<file path="config.mk">
export PLATFORM = sky130hd
export DESIGN_NAME = decode_top
export DESIGN_NICKNAME = d
export VERILOG_FILES = /design/src/isa_pkg.sv /design/src/ctrl_pkg.sv /design/src/instr_if.sv /design/src/if_buffer.sv /design/src/id_i_decoder.sv /design/src/id_m_decoder.sv /design/src/id_a_decoder.sv /design/src/id_decoder.sv /design/src/id_stage.sv /design/src/decode_top.sv
export SDC_FILE = /design/constraint.sdc
export NUM_CORES = 1
export LEC_CHECK = 0
export BUFFER_PORTS_ARGS = -buffer_cell sky130_fd_sc_hd__buf_4
export CELL_PAD_IN_SITES_DETAIL_PLACEMENT = 1
export CELL_PAD_IN_SITES_GLOBAL_PLACEMENT = 2
export CORE_AREA = 2 2 144 174
export DETAILED_ROUTE_END_ITERATION = 8
export DIE_AREA = 0 0 146 176
export MAX_ROUTING_LAYER = met4
export PLACE_DENSITY_LB_ADDON = 0.1
export SETUP_SLACK_MARGIN = 0.2
export SYNTH_ARGS = -nofsm -noshare
export SYNTH_HDL_FRONTEND = slang
export SYNTH_SLANG_ARGS = --single-unit
export TNS_END_PERCENT = 10
</file>
<file path="constraint.sdc">
create_clock -name clk_i -period 3 [get_ports clk_i]
set_input_delay 0.15 -clock clk_i [delete_from_list [all_inputs] [get_ports clk_i]]
set_output_delay 0.15 -clock clk_i [all_outputs]
set_load 0.05 [all_outputs]
</file>
<file path="src/isa_pkg.sv">
// RV32 instruction set constants and the two-view instruction word
`default_nettype none

package isa_pkg;

  ////////////////////////////////////////
  // Major opcodes
  ////////////////////////////////////////
  localparam logic [6:0] OPCODE_OP    = 7'h33;
  localparam logic [6:0] OPCODE_OPIMM = 7'h13;
  localparam logic [6:0] OPCODE_LOAD  = 7'h03;
  localparam logic [6:0] OPCODE_STORE = 7'h23;
  localparam logic [6:0] OPCODE_AMO   = 7'h2f;

  // Funct7 values legal on OP
  localparam logic [6:0] FUNCT7_ZERO   = 7'b000_0000;
  localparam logic [6:0] FUNCT7_ALT    = 7'b010_0000;
  localparam logic [6:0] FUNCT7_MULDIV = 7'b000_0001;

  ////////////////////////////////////////
  // AMO funct5 codes
  ////////////////////////////////////////
  localparam logic [4:0] AMO_LR   = 5'b00010;
  localparam logic [4:0] AMO_SC   = 5'b00011;
  localparam logic [4:0] AMO_SWAP = 5'b00001;
  localparam logic [4:0] AMO_ADD  = 5'b00000;
  localparam logic [4:0] AMO_XOR  = 5'b00100;
  localparam logic [4:0] AMO_AND  = 5'b01100;
  localparam logic [4:0] AMO_OR   = 5'b01000;
  localparam logic [4:0] AMO_MIN  = 5'b10000;
  localparam logic [4:0] AMO_MAX  = 5'b10100;
  localparam logic [4:0] AMO_MINU = 5'b11000;
  localparam logic [4:0] AMO_MAXU = 5'b11100;

  // Plain register-register layout
  typedef struct packed {
    logic [6:0] funct7;
    logic [4:0] rs2;
    logic [4:0] rs1;
    logic [2:0] funct3;
    logic [4:0] rd;
    logic [6:0] opcode;
  } rtype_t;

  // Atomic layout, funct7 split into funct5 and ordering bits
  typedef struct packed {
    logic [4:0] funct5;
    logic       aq;
    logic       rl;
    logic [4:0] rs2;
    logic [4:0] rs1;
    logic [2:0] funct3;
    logic [4:0] rd;
    logic [6:0] opcode;
  } amo_t;

  // Same 32 bits, read either way
  typedef union packed {
    rtype_t rtype;
    amo_t   amo;
  } instr_u;

endpackage

`default_nettype wire

</file>
<file path="src/ctrl_pkg.sv">
// Decoder control word types, illegal default and flow-control depths
`default_nettype none

package ctrl_pkg;

  ////////////////////////////////////////
  // Operator and operand source encodings
  ////////////////////////////////////////
  typedef enum logic [3:0] {
    ALU_ADD  = 4'd0,
    ALU_SUB  = 4'd1,
    ALU_SLL  = 4'd2,
    ALU_SLT  = 4'd3,
    ALU_SLTU = 4'd4,
    ALU_XOR  = 4'd5,
    ALU_SRL  = 4'd6,
    ALU_SRA  = 4'd7,
    ALU_OR   = 4'd8,
    ALU_AND  = 4'd9
  } alu_op_e;

  typedef enum logic [1:0] {OP_A_REGA_OR_FWD, OP_A_IMM, OP_A_NONE} op_a_sel_e;
  typedef enum logic [1:0] {OP_B_REGB_OR_FWD, OP_B_IMM, OP_B_NONE} op_b_sel_e;
  typedef enum logic [1:0] {OP_C_REGB_OR_FWD, OP_C_IMM, OP_C_NONE} op_c_sel_e;

  // Decoded control word, 29 bits
  typedef struct packed {
    logic       illegal_insn;
    logic       alu_en;
    alu_op_e    alu_operator;
    op_a_sel_e  alu_op_a_mux_sel;
    op_b_sel_e  alu_op_b_mux_sel;
    op_c_sel_e  op_c_mux_sel;
    logic       mul_en;
    logic       div_en;
    logic [1:0] rf_re;
    logic       rf_we;
    logic       data_req;
    logic       data_we;
    logic [1:0] data_type;        // 00 word, 01 half, 10 byte
    logic       data_sign_ext;
    logic [5:0] data_atop;        // MSB flags an atomic
    logic       prepost_useincr;
  } decoder_ctrl_t;

  // Illegal flag up, every enable down
  localparam decoder_ctrl_t DECODER_CTRL_ILLEGAL_INSN = '{
    illegal_insn:     1'b1,
    alu_en:           1'b0,
    alu_operator:     ALU_SLTU,
    alu_op_a_mux_sel: OP_A_REGA_OR_FWD,
    alu_op_b_mux_sel: OP_B_REGB_OR_FWD,
    op_c_mux_sel:     OP_C_NONE,
    mul_en:           1'b0,
    div_en:           1'b0,
    rf_re:            2'b00,
    rf_we:            1'b0,
    data_req:         1'b0,
    data_we:          1'b0,
    data_type:        2'b00,
    data_sign_ext:    1'b0,
    data_atop:        6'b00_0000,
    prepost_useincr:  1'b1
  };

  ////////////////////////////////////////
  // Flow control
  ////////////////////////////////////////
  localparam int unsigned FETCH_DEPTH = 4;
  localparam int unsigned ID_CREDITS  = 1;
  localparam int unsigned EX_CREDITS  = 2;

  localparam int unsigned FETCH_PTR_W = $clog2(FETCH_DEPTH);
  localparam int unsigned FETCH_CNT_W = $clog2(FETCH_DEPTH + 1);
  localparam int unsigned ID_CRED_W   = $clog2(ID_CREDITS + 1);
  localparam int unsigned EX_CRED_W   = $clog2(EX_CREDITS + 1);

  // Last queue slot, for pointer wrap
  localparam logic [FETCH_PTR_W-1:0] FETCH_PTR_LAST = FETCH_PTR_W'(FETCH_DEPTH - 1);

endpackage

`default_nettype wire

</file>
<file path="src/instr_if.sv">
// Fetch buffer to decode stage link carrying one instruction per valid and a credit back
`timescale 1ns/1ns
`default_nettype none

interface instr_if;

  logic            valid;
  isa_pkg::instr_u instr;
  logic [31:0]     pc;
  // One pulse per entry the decode stage frees
  logic            credit;

  modport sender (output valid, output instr, output pc, input credit);
  modport receiver (input valid, input instr, input pc, output credit);

endinterface

`default_nettype wire

</file>
<file path="src/if_buffer.sv">
// Fetch queue, filled against fetch credits and drained under decode credits
`timescale 1ns/1ns
`default_nettype none

module if_buffer (
  input  logic            clk_i,
  input  logic            arst_n_i,
  input  logic            fetch_valid_i,
  input  isa_pkg::instr_u fetch_instr_i,
  input  logic [31:0]     fetch_pc_i,
  output logic            fetch_credit_o,
  instr_if.sender         out_if
);

  // Payload storage
  isa_pkg::instr_u instr_mem [ctrl_pkg::FETCH_DEPTH];
  logic [31:0]     pc_mem    [ctrl_pkg::FETCH_DEPTH];

  // Queue state
  logic [ctrl_pkg::FETCH_PTR_W-1:0] wr_ptr_q;
  logic [ctrl_pkg::FETCH_PTR_W-1:0] rd_ptr_q;
  logic [ctrl_pkg::FETCH_CNT_W-1:0] count_q;
  logic [ctrl_pkg::ID_CRED_W-1:0]   id_credit_q;

  logic push;
  logic pop;

  // Source never sends without a credit, so every valid word has a free slot
  assign push = fetch_valid_i;
  // Transfer whenever there is a word and room downstream
  assign pop  = (count_q != '0) && (id_credit_q != '0);

  assign out_if.valid   = pop;
  assign out_if.instr   = instr_mem[rd_ptr_q];
  assign out_if.pc      = pc_mem[rd_ptr_q];
  // Freed slot goes straight back to the source
  assign fetch_credit_o = pop;

  always_ff @(posedge clk_i) begin
    if (push) begin
      instr_mem[wr_ptr_q] <= fetch_instr_i;
      pc_mem[wr_ptr_q]    <= fetch_pc_i;
    end
  end

  ////////////////////////////////////////
  // Pointers, fill level, decode credits
  ////////////////////////////////////////
  always_ff @(posedge clk_i or negedge arst_n_i) begin
    if (!arst_n_i) begin
      wr_ptr_q    <= '0;
      rd_ptr_q    <= '0;
      count_q     <= '0;
      id_credit_q <= ctrl_pkg::ID_CRED_W'(ctrl_pkg::ID_CREDITS);
    end else begin
      if (push) begin
        wr_ptr_q <= (wr_ptr_q == ctrl_pkg::FETCH_PTR_LAST) ? '0 : wr_ptr_q + 1'b1;
      end
      if (pop) begin
        rd_ptr_q <= (rd_ptr_q == ctrl_pkg::FETCH_PTR_LAST) ? '0 : rd_ptr_q + 1'b1;
      end
      // Push and pop together leave the level alone
      case ({push, pop})
        2'b10:   count_q <= count_q + 1'b1;
        2'b01:   count_q <= count_q - 1'b1;
        default: count_q <= count_q;
      endcase
      // Spend on pop, regain when the stage drains
      case ({pop, out_if.credit})
        2'b10:   id_credit_q <= id_credit_q - 1'b1;
        2'b01:   id_credit_q <= id_credit_q + 1'b1;
        default: id_credit_q <= id_credit_q;
      endcase
    end
  end

endmodule

`default_nettype wire

</file>
<file path="src/id_i_decoder.sv">
// Base integer decode for OP, OP-IMM, LOAD and STORE
`timescale 1ns/1ns
`default_nettype none

module id_i_decoder (
  input  isa_pkg::instr_u         instr_i,
  output ctrl_pkg::decoder_ctrl_t decoder_ctrl_o
);

  logic [2:0] funct3;
  logic       is_imm;
  logic       f7_zero;
  logic       f7_alt;

  assign funct3  = instr_i.rtype.funct3;
  assign is_imm  = (instr_i.rtype.opcode == isa_pkg::OPCODE_OPIMM);
  assign f7_zero = (instr_i.rtype.funct7 == isa_pkg::FUNCT7_ZERO);
  assign f7_alt  = (instr_i.rtype.funct7 == isa_pkg::FUNCT7_ALT);

  always_comb begin
    decoder_ctrl_o = ctrl_pkg::DECODER_CTRL_ILLEGAL_INSN;

    unique case (instr_i.rtype.opcode)
      ////////////////////////////////////////
      // ALU forms
      ////////////////////////////////////////
      isa_pkg::OPCODE_OP, isa_pkg::OPCODE_OPIMM: begin
        decoder_ctrl_o.alu_en           = 1'b1;
        decoder_ctrl_o.rf_we            = 1'b1;
        decoder_ctrl_o.rf_re            = is_imm ? 2'b01 : 2'b11;
        decoder_ctrl_o.alu_op_a_mux_sel = ctrl_pkg::OP_A_REGA_OR_FWD;
        decoder_ctrl_o.alu_op_b_mux_sel = is_imm ? ctrl_pkg::OP_B_IMM
                                                 : ctrl_pkg::OP_B_REGB_OR_FWD;
        unique case (funct3)
          3'b000:  decoder_ctrl_o.alu_operator = (f7_alt && !is_imm) ? ctrl_pkg::ALU_SUB
                                                                     : ctrl_pkg::ALU_ADD;
          3'b001:  decoder_ctrl_o.alu_operator = ctrl_pkg::ALU_SLL;
          3'b010:  decoder_ctrl_o.alu_operator = ctrl_pkg::ALU_SLT;
          3'b011:  decoder_ctrl_o.alu_operator = ctrl_pkg::ALU_SLTU;
          3'b100:  decoder_ctrl_o.alu_operator = ctrl_pkg::ALU_XOR;
          3'b101:  decoder_ctrl_o.alu_operator = f7_alt ? ctrl_pkg::ALU_SRA : ctrl_pkg::ALU_SRL;
          3'b110:  decoder_ctrl_o.alu_operator = ctrl_pkg::ALU_OR;
          default: decoder_ctrl_o.alu_operator = ctrl_pkg::ALU_AND;
        endcase
        // Immediates only constrain funct7 on shifts; register forms allow alt on sub/sra
        if (is_imm) begin
          decoder_ctrl_o.illegal_insn = (funct3[1:0] == 2'b01) && !f7_zero
                                        && !(f7_alt && funct3[2]);
        end else begin
          decoder_ctrl_o.illegal_insn = !(f7_zero
                                          || (f7_alt && (funct3 == 3'b000 || funct3 == 3'b101)));
        end
        if (decoder_ctrl_o.illegal_insn) begin
          decoder_ctrl_o = ctrl_pkg::DECODER_CTRL_ILLEGAL_INSN;
        end
      end

      ////////////////////////////////////////
      // Memory access
      ////////////////////////////////////////
      isa_pkg::OPCODE_LOAD, isa_pkg::OPCODE_STORE: begin
        decoder_ctrl_o.data_req         = 1'b1;
        decoder_ctrl_o.alu_operator     = ctrl_pkg::ALU_ADD;
        decoder_ctrl_o.alu_op_a_mux_sel = ctrl_pkg::OP_A_REGA_OR_FWD;
        decoder_ctrl_o.alu_op_b_mux_sel = ctrl_pkg::OP_B_IMM;
        // Funct3 size codes 00 byte, 01 half and 10 word
        unique case (funct3[1:0])
          2'b00:   decoder_ctrl_o.data_type = 2'b10;
          2'b01:   decoder_ctrl_o.data_type = 2'b01;
          default: decoder_ctrl_o.data_type = 2'b00;
        endcase
        if (instr_i.rtype.opcode == isa_pkg::OPCODE_LOAD) begin
          decoder_ctrl_o.rf_re         = 2'b01;
          decoder_ctrl_o.rf_we         = 1'b1;
          decoder_ctrl_o.data_sign_ext = !funct3[2];
          // No 11 size, no unsigned word
          decoder_ctrl_o.illegal_insn  = (funct3[1:0] == 2'b11) || (funct3[2] && funct3[1]);
        end else begin
          decoder_ctrl_o.rf_re        = 2'b11;
          decoder_ctrl_o.data_we      = 1'b1;
          decoder_ctrl_o.op_c_mux_sel = ctrl_pkg::OP_C_REGB_OR_FWD;
          decoder_ctrl_o.illegal_insn = funct3[2] || (funct3[1:0] == 2'b11);
        end
        if (decoder_ctrl_o.illegal_insn) begin
          decoder_ctrl_o = ctrl_pkg::DECODER_CTRL_ILLEGAL_INSN;
        end
      end

      default: begin
        decoder_ctrl_o = ctrl_pkg::DECODER_CTRL_ILLEGAL_INSN;
      end
    endcase
  end

endmodule

`default_nettype wire

</file>
<file path="src/id_m_decoder.sv">
// RV32M multiply and divide decode
`timescale 1ns/1ns
`default_nettype none

module id_m_decoder (
  input  isa_pkg::instr_u         instr_i,
  output ctrl_pkg::decoder_ctrl_t decoder_ctrl_o
);

  always_comb begin
    decoder_ctrl_o = ctrl_pkg::DECODER_CTRL_ILLEGAL_INSN;

    // Only OP with the muldiv funct7 belongs here
    if (instr_i.rtype.opcode == isa_pkg::OPCODE_OP &&
        instr_i.rtype.funct7 == isa_pkg::FUNCT7_MULDIV) begin
      decoder_ctrl_o.illegal_insn     = 1'b0;
      decoder_ctrl_o.rf_re            = 2'b11;
      decoder_ctrl_o.rf_we            = 1'b1;
      decoder_ctrl_o.alu_op_a_mux_sel = ctrl_pkg::OP_A_REGA_OR_FWD;
      decoder_ctrl_o.alu_op_b_mux_sel = ctrl_pkg::OP_B_REGB_OR_FWD;
      // mul, mulh, mulhsu, mulhu on the low half
      // div, divu, rem, remu on the high half
      decoder_ctrl_o.mul_en           = !instr_i.rtype.funct3[2];
      decoder_ctrl_o.div_en           = instr_i.rtype.funct3[2];
    end
  end

endmodule

`default_nettype wire

</file>
<file path="src/id_a_decoder.sv">
// RV32A atomic memory operation decode, word width only
`timescale 1ns/1ns
`default_nettype none

module id_a_decoder (
  input  isa_pkg::instr_u         instr_i,
  output ctrl_pkg::decoder_ctrl_t decoder_ctrl_o
);

  always_comb begin
    decoder_ctrl_o = ctrl_pkg::DECODER_CTRL_ILLEGAL_INSN;

    if (instr_i.amo.opcode == isa_pkg::OPCODE_AMO && instr_i.amo.funct3 == 3'b010) begin
      decoder_ctrl_o.illegal_insn     = 1'b0;
      decoder_ctrl_o.data_req         = 1'b1;
      decoder_ctrl_o.data_type        = 2'b00;
      decoder_ctrl_o.data_sign_ext    = 1'b1;
      decoder_ctrl_o.rf_re            = 2'b11;
      decoder_ctrl_o.rf_we            = 1'b1;
      // Address is rs1 as is, no offset added
      decoder_ctrl_o.prepost_useincr  = 1'b0;
      decoder_ctrl_o.alu_op_a_mux_sel = ctrl_pkg::OP_A_REGA_OR_FWD;
      // Comparator for min/max
      decoder_ctrl_o.alu_en           = 1'b1;
      decoder_ctrl_o.alu_operator     = ctrl_pkg::ALU_SLTU;
      decoder_ctrl_o.data_atop        = {1'b1, instr_i.amo.funct5};

      unique case (instr_i.amo.funct5)
        // Load-reserved only reads
        isa_pkg::AMO_LR: begin
          decoder_ctrl_o.data_we = 1'b0;
        end
        isa_pkg::AMO_SC, isa_pkg::AMO_SWAP, isa_pkg::AMO_ADD,
        isa_pkg::AMO_XOR, isa_pkg::AMO_AND, isa_pkg::AMO_OR,
        isa_pkg::AMO_MIN, isa_pkg::AMO_MAX, isa_pkg::AMO_MINU,
        isa_pkg::AMO_MAXU: begin
          decoder_ctrl_o.data_we      = 1'b1;
          // Store data rides on operand c
          decoder_ctrl_o.op_c_mux_sel = ctrl_pkg::OP_C_REGB_OR_FWD;
        end
        default: begin
          decoder_ctrl_o = ctrl_pkg::DECODER_CTRL_ILLEGAL_INSN;
        end
      endcase
    end
  end

endmodule

`default_nettype wire

</file>
<file path="src/id_decoder.sv">
// Instruction decoder merging base, multiply and atomic sub-decoders
`timescale 1ns/1ns
`default_nettype none

module id_decoder (
  input  isa_pkg::instr_u         instr_i,
  output ctrl_pkg::decoder_ctrl_t decoder_ctrl_o
);

  ctrl_pkg::decoder_ctrl_t i_ctrl;
  ctrl_pkg::decoder_ctrl_t m_ctrl;
  ctrl_pkg::decoder_ctrl_t a_ctrl;

  id_i_decoder u_i_decoder (.instr_i(instr_i), .decoder_ctrl_o(i_ctrl));
  id_m_decoder u_m_decoder (.instr_i(instr_i), .decoder_ctrl_o(m_ctrl));
  id_a_decoder u_a_decoder (.instr_i(instr_i), .decoder_ctrl_o(a_ctrl));

  // Encoding spaces are disjoint, so at most one claims the word
  always_comb begin
    if (!i_ctrl.illegal_insn) begin
      decoder_ctrl_o = i_ctrl;
    end else if (!m_ctrl.illegal_insn) begin
      decoder_ctrl_o = m_ctrl;
    end else if (!a_ctrl.illegal_insn) begin
      decoder_ctrl_o = a_ctrl;
    end else begin
      decoder_ctrl_o = ctrl_pkg::DECODER_CTRL_ILLEGAL_INSN;
    end
  end

endmodule

`default_nettype wire

</file>
<file path="src/id_stage.sv">
// Decode register stage with credit-based handoff toward execute
`timescale 1ns/1ns
`default_nettype none

module id_stage (
  input  logic                    clk_i,
  input  logic                    arst_n_i,
  instr_if.receiver               in_if,
  output logic                    ex_valid_o,
  output logic [31:0]             ex_pc_o,
  output ctrl_pkg::decoder_ctrl_t ex_ctrl_o,
  input  logic                    ex_credit_i
);

  ctrl_pkg::decoder_ctrl_t dec_ctrl;
  ctrl_pkg::decoder_ctrl_t ctrl_q;
  logic [31:0]             pc_q;
  logic                    occupied_q;
  logic [ctrl_pkg::EX_CRED_W-1:0] ex_credit_q;
  logic                    send;

  id_decoder u_decoder (
    .instr_i        (in_if.instr),
    .decoder_ctrl_o (dec_ctrl)
  );

  // Held entry leaves as soon as execute has room
  assign send = occupied_q && (ex_credit_q != '0);

  assign ex_valid_o   = send;
  assign ex_pc_o      = pc_q;
  assign ex_ctrl_o    = ctrl_q;
  // Slot freed, tell the fetch buffer
  assign in_if.credit = send;

  ////////////////////////////////////////
  // Pipeline register
  ////////////////////////////////////////
  always_ff @(posedge clk_i) begin
    if (in_if.valid) begin
      pc_q   <= in_if.pc;
      ctrl_q <= dec_ctrl;
    end
  end

  always_ff @(posedge clk_i or negedge arst_n_i) begin
    if (!arst_n_i) begin
      occupied_q  <= 1'b0;
      ex_credit_q <= ctrl_pkg::EX_CRED_W'(ctrl_pkg::EX_CREDITS);
    end else begin
      // Upstream only sends into an empty register
      if (in_if.valid) begin
        occupied_q <= 1'b1;
      end else if (send) begin
        occupied_q <= 1'b0;
      end
      // Spend on send, refill on return pulse
      case ({send, ex_credit_i})
        2'b10:   ex_credit_q <= ex_credit_q - 1'b1;
        2'b01:   ex_credit_q <= ex_credit_q + 1'b1;
        default: ex_credit_q <= ex_credit_q;
      endcase
    end
  end

endmodule

`default_nettype wire

</file>
<file path="src/decode_top.sv">
// Decode subsystem top: fetch queue and decode stage on flat ports
`timescale 1ns/1ns
`default_nettype none

module decode_top (
  input  logic              clk_i,
  input  logic              arst_n_i,
  // Fetch side
  input  logic              fetch_valid_i,
  input  logic [31:0]       fetch_instr_i,
  input  logic [31:0]       fetch_pc_i,
  output logic              fetch_credit_o,
  // Execute side
  output logic              ex_valid_o,
  output logic [31:0]       ex_pc_o,
  output logic              ex_illegal_o,
  output logic              ex_alu_en_o,
  output ctrl_pkg::alu_op_e ex_alu_operator_o,
  output logic              ex_mul_en_o,
  output logic              ex_div_en_o,
  output logic              ex_rf_we_o,
  output logic              ex_data_req_o,
  output logic              ex_data_we_o,
  output logic [5:0]        ex_data_atop_o,
  input  logic              ex_credit_i
);

  ctrl_pkg::decoder_ctrl_t ex_ctrl;

  instr_if instr_bus ();

  if_buffer u_if_buffer (
    .clk_i          (clk_i),
    .arst_n_i       (arst_n_i),
    .fetch_valid_i  (fetch_valid_i),
    .fetch_instr_i  (fetch_instr_i),
    .fetch_pc_i     (fetch_pc_i),
    .fetch_credit_o (fetch_credit_o),
    .out_if         (instr_bus.sender)
  );

  id_stage u_id_stage (
    .clk_i       (clk_i),
    .arst_n_i    (arst_n_i),
    .in_if       (instr_bus.receiver),
    .ex_valid_o  (ex_valid_o),
    .ex_pc_o     (ex_pc_o),
    .ex_ctrl_o   (ex_ctrl),
    .ex_credit_i (ex_credit_i)
  );

  // Control word fields out to execute
  assign ex_illegal_o      = ex_ctrl.illegal_insn;
  assign ex_alu_en_o       = ex_ctrl.alu_en;
  assign ex_alu_operator_o = ex_ctrl.alu_operator;
  assign ex_mul_en_o       = ex_ctrl.mul_en;
  assign ex_div_en_o       = ex_ctrl.div_en;
  assign ex_rf_we_o        = ex_ctrl.rf_we;
  assign ex_data_req_o     = ex_ctrl.data_req;
  assign ex_data_we_o      = ex_ctrl.data_we;
  assign ex_data_atop_o    = ex_ctrl.data_atop;

endmodule

`default_nettype wire

</file>
==> impl_metrics.ini <==
[floorplanning]
dieWidth_um = 146
start_util = 0.397
die_h_um = 176
num_rows = 62
coreArea_sq_um = 23900
ioPinCount = 119
die_area_sq_um = 25700

[place]
port_buffers = 103
dpl_worst_slack_ps = 157
gp_congestion = 0.767
dpl.hpwl_um = 11300

[route]
wl_um = 18500
ant_nets = 0
route.detailed.drc = 0
wl_per_cell_um = 19.4
drt-initial-drc-count = 215
drtPass1Iterations = 6
dr_total_vias = 4626
vias_per_cell = 4.84

[logic_synthesis]
syn_inst = 416
synth-edff-count = 245
synth_adder_area_share = 0.0127
syn_area_per_cell_sq_um = 22.8
yosysWarnings = 0
syn-cell-area_sq_um = 9470
yosys_register_bits = 256
synth_fp_nets = 493
synth_xor_area_frac = 0.00740
synth_top_family_by_area = multiplexers
ys_types = 47
synth-simple-area-share = 0.0277
ys_seq_area_frac = 0.806
synth_compound_area_frac = 0.0203
synth-main-ff-cell = edfxtp_1
synth_mux_area_frac = 0.115
async_reset_ff_frac = 0.0430

[sta]
tns_ps = 0
fin_worst_skew_ps = 15.1
final_hold_viol_count = 0
fin_ws_ps = 299
setup-violations-final = 0
slew_viol_final = 0
min_period_ps = 2700
finalCritPeriodShare = 0.900
fmax_ghz = 0.370
rsz0062_at_grt = false
worstMarginPinSlew_ps = 780
maxSlewHeadroom = 0.480

[global_routing]
gr-total-overflow = 0
grt_pass1_wl_um = 29500
track_usage = 0.154
antenna_found_initial = 1
grt_max_degree = 51
grt_pass1_vias = 5148

[finish]
register_area_sq_um = 7640
drive_gt1_frac = 0.364
syn_to_final_growth_pct = 30.1
multiInputGateArea_sq_um = 1790
final_nets = 692
nFillCells = 2237

[run]
maxCapViolCount = 0

[setup_path]
cpMaxStageDelayCell = or4_4
cp-startpoint = u_if_buffer.rd_ptr_q[0]$_DFFE_PN0P_
critPathArrivalTime_ps = 2970
startpoint_type = register
r2r_end = u_id_stage.ex_ctrl_o[28]$_SDFFCE_PP0P_
ff2ff_path_depth = 6
rr_startpoint = u_if_buffer.rd_ptr_q[0]$_DFFE_PN0P_
crit_end = u_id_stage.ex_ctrl_o[28]$_SDFFCE_PP0P_
critPathKind = register to register
critPathMaxFanout = 8
cp-end-kind = register
cp_cell_sequence = clkbuf_4 > or4bb_1 > a211oi_2 > o21ai_2 > or4_4 > and3_1
reg2reg_slack_ps = 300
worst_ep_required_time_ps = 3270
critPathMaxStageDelay_ps = 590

[cts]
clk_latency_ps = 520
path_clk_slew_ps = 60
cts_root_buf = clkbuf_16
clock_path_buffers = 3
clock_sinks = 256
h-tree-depth = 1
cts_tree = built
cts_buffers = 26

[hold_path]
min_path_type = input pin to asynchronous set/reset pin

[pwr]
power.density_nw_per_um2 = 720
peakVddDrop_v = 0.000490
p_leak_uw = 0.00431

[outcome]
outcome = finished, final reports clean
## worst max-delay path: cells and delay by family (launching register included)
kind            cells  cell delay, ps
buf+inv             1             200
flops               1             530
compound gates      2             410
simple gates        3            1310
## synthesized netlist by cell type (2+ instances only)
master	number	area, sq um
a211oi_1	2	15.0
a21oi_1	4	20.0
and2_1	8	50.1
buf_1	4	15.0
buf_2	4	20.0
buf_6	2	22.5
dfrtp_1	9	225
dfstp_2	2	52.6
edfxtp_1	245	7360
ha_1	8	100
inv_1	12	45.0
mux2i_1	4	40.0
mux4_1	6	158
mux4_2	39	878
nand2_1	6	22.5
nand2b_1	2	12.5
nand4b_1	2	17.5
nor2_1	8	30.0
nor2b_1	3	18.8
nor3_1	3	15.0
o21a_1	2	15.0
o21ai_0	7	35.0
o31ai_1	2	15.0
or2_1	2	12.5
or4bb_1	2	22.5
xnor2_1	3	26.3
xor2_1	5	43.8
## cells in the final DEF, fill, tap and decap left out, types with 2 or more instances in the layout
| master | n |
|---|---|
| edfxtp_1 | 245 |
| clkinvlp_4 | 3 |
| clkinv_2 | 5 |
| dlygate4sd3_1 | 53 |
| or4bb_1 | 2 |
| mux4_2 | 39 |
| a21oi_2 | 2 |
| xor2_1 | 5 |
| nor2_1 | 8 |
| nor2b_1 | 3 |
| dfrtp_1 | 7 |
| nand4b_1 | 2 |
| nand2_1 | 6 |
| xnor2_1 | 3 |
| dfstp_2 | 2 |
| and2_2 | 5 |
| a21oi_1 | 3 |
| clkbuf_16 | 27 |
| o21a_1 | 2 |
| mux4_1 | 6 |
| o21ai_0 | 6 |
| clkinv_1 | 5 |
| ha_1 | 7 |
| a211oi_2 | 2 |
| nor3_1 | 3 |
| buf_4 | 127 |
| or2_1 | 2 |
| and2_1 | 4 |
| nand2b_1 | 2 |
| bufinv_16 | 6 |
| mux2i_1 | 4 |
| inv_1 | 11 |
## stage by stage
step,util,std cells,total power (uW),hold slack (ps),instance area [sq um]
after global placement,0.451,846,5420,-5.84,10800
final,0.516,955,8880,128,12300
after CTS,0.513,949,9000,103,12300
after floorplan,-,416,5090,-146,9500
after global routing,0.516,955,9250,122,12300
after detailed placement,0.451,846,5470,-2.87,10800
## worst min path at each step
stage	end	from	slack [ps]	cells after the start
after CTS	u_id_stage.ex_credit_q[1]$_DFFE_PN1P_	arst_n_i	100	2
after global routing	u_if_buffer.id_credit_q$_DFFE_PN1P_	arst_n_i	120	2
after detailed placement	u_id_stage.ex_credit_q[0]$_DFFE_PN0P_	arst_n_i	-3	1
after global placement	u_id_stage.ex_credit_q[0]$_DFFE_PN0P_	arst_n_i	-6	1
after floorplan	u_id_stage.ex_credit_q[0]$_DFFE_PN0P_	arst_n_i	-150	0
final	u_if_buffer.id_credit_q$_DFFE_PN1P_	arst_n_i	130	2
## power by group
| group | internal [uW] | switching (uW) |
|---|---|---|
| combinational | 338 | 498 |
| clock | 2150 | 1300 |
| sequential | 4460 | 130 |
| total | 6950 | 1930 |
## logic make-up after synthesis
| group | after synthesis |
|---|---|
| xor gates and xnor gates | 8 |
| AOI/OAI and AO/OA | 26 |
| DFF | 256 |
| adders and majority gates | 9 |
| muxes | 50 |
| and+or+nand+nor | 44 |
| buffers and inverters | 23 |
## flip-flops by register name, summed over array words and instances (netlist names)
| signal | flops |
|---|---|
| u_if_buffer.pc_mem | 128 |
| u_if_buffer.instr_mem | 68 |
| u_id_stage.ex_pc_o | 32 |
| u_id_stage.ex_ctrl_o | 17 |
| u_if_buffer.count_q | 3 |
| u_id_stage.ex_credit_q | 2 |
| u_if_buffer.rd_ptr_q | 2 |
| u_if_buffer.wr_ptr_q | 2 |
| u_id_stage.occupied_q | 1 |
| u_if_buffer.id_credit_q | 1 |
## area by class of cell
class                      instances  area share
inverter                          12     0.00396
timing repair buffer             182       0.123
sequential                       256       0.620
tap                              320      0.0325
multi-input combinational        137       0.146
antenna                            1    0.000203
clock buffer                      28      0.0551
clock inverter                    19      0.0201
## timing repair
action,4_1_cts,5_1_grt
pin swaps,0,1
endpoints found under the setup margin,2,6
resized for setup,1,5
hold buffers,53,0
buffers inserted,3,5
endpoints found under the hold margin,210,0
## routing by layer
metal | GRT usage | share of wire | up-vias
li1 | - | - | 2116
met1 | 0.186 | 0.41 | 2382
met2 | 0.275 | 0.54 | 109
met3 | 0.0251 | 0.042 | 19
met4 | 0.0328 | 0.014 | 0
met5 | - | 0 | -
Power figures use the tool's default switching activity.
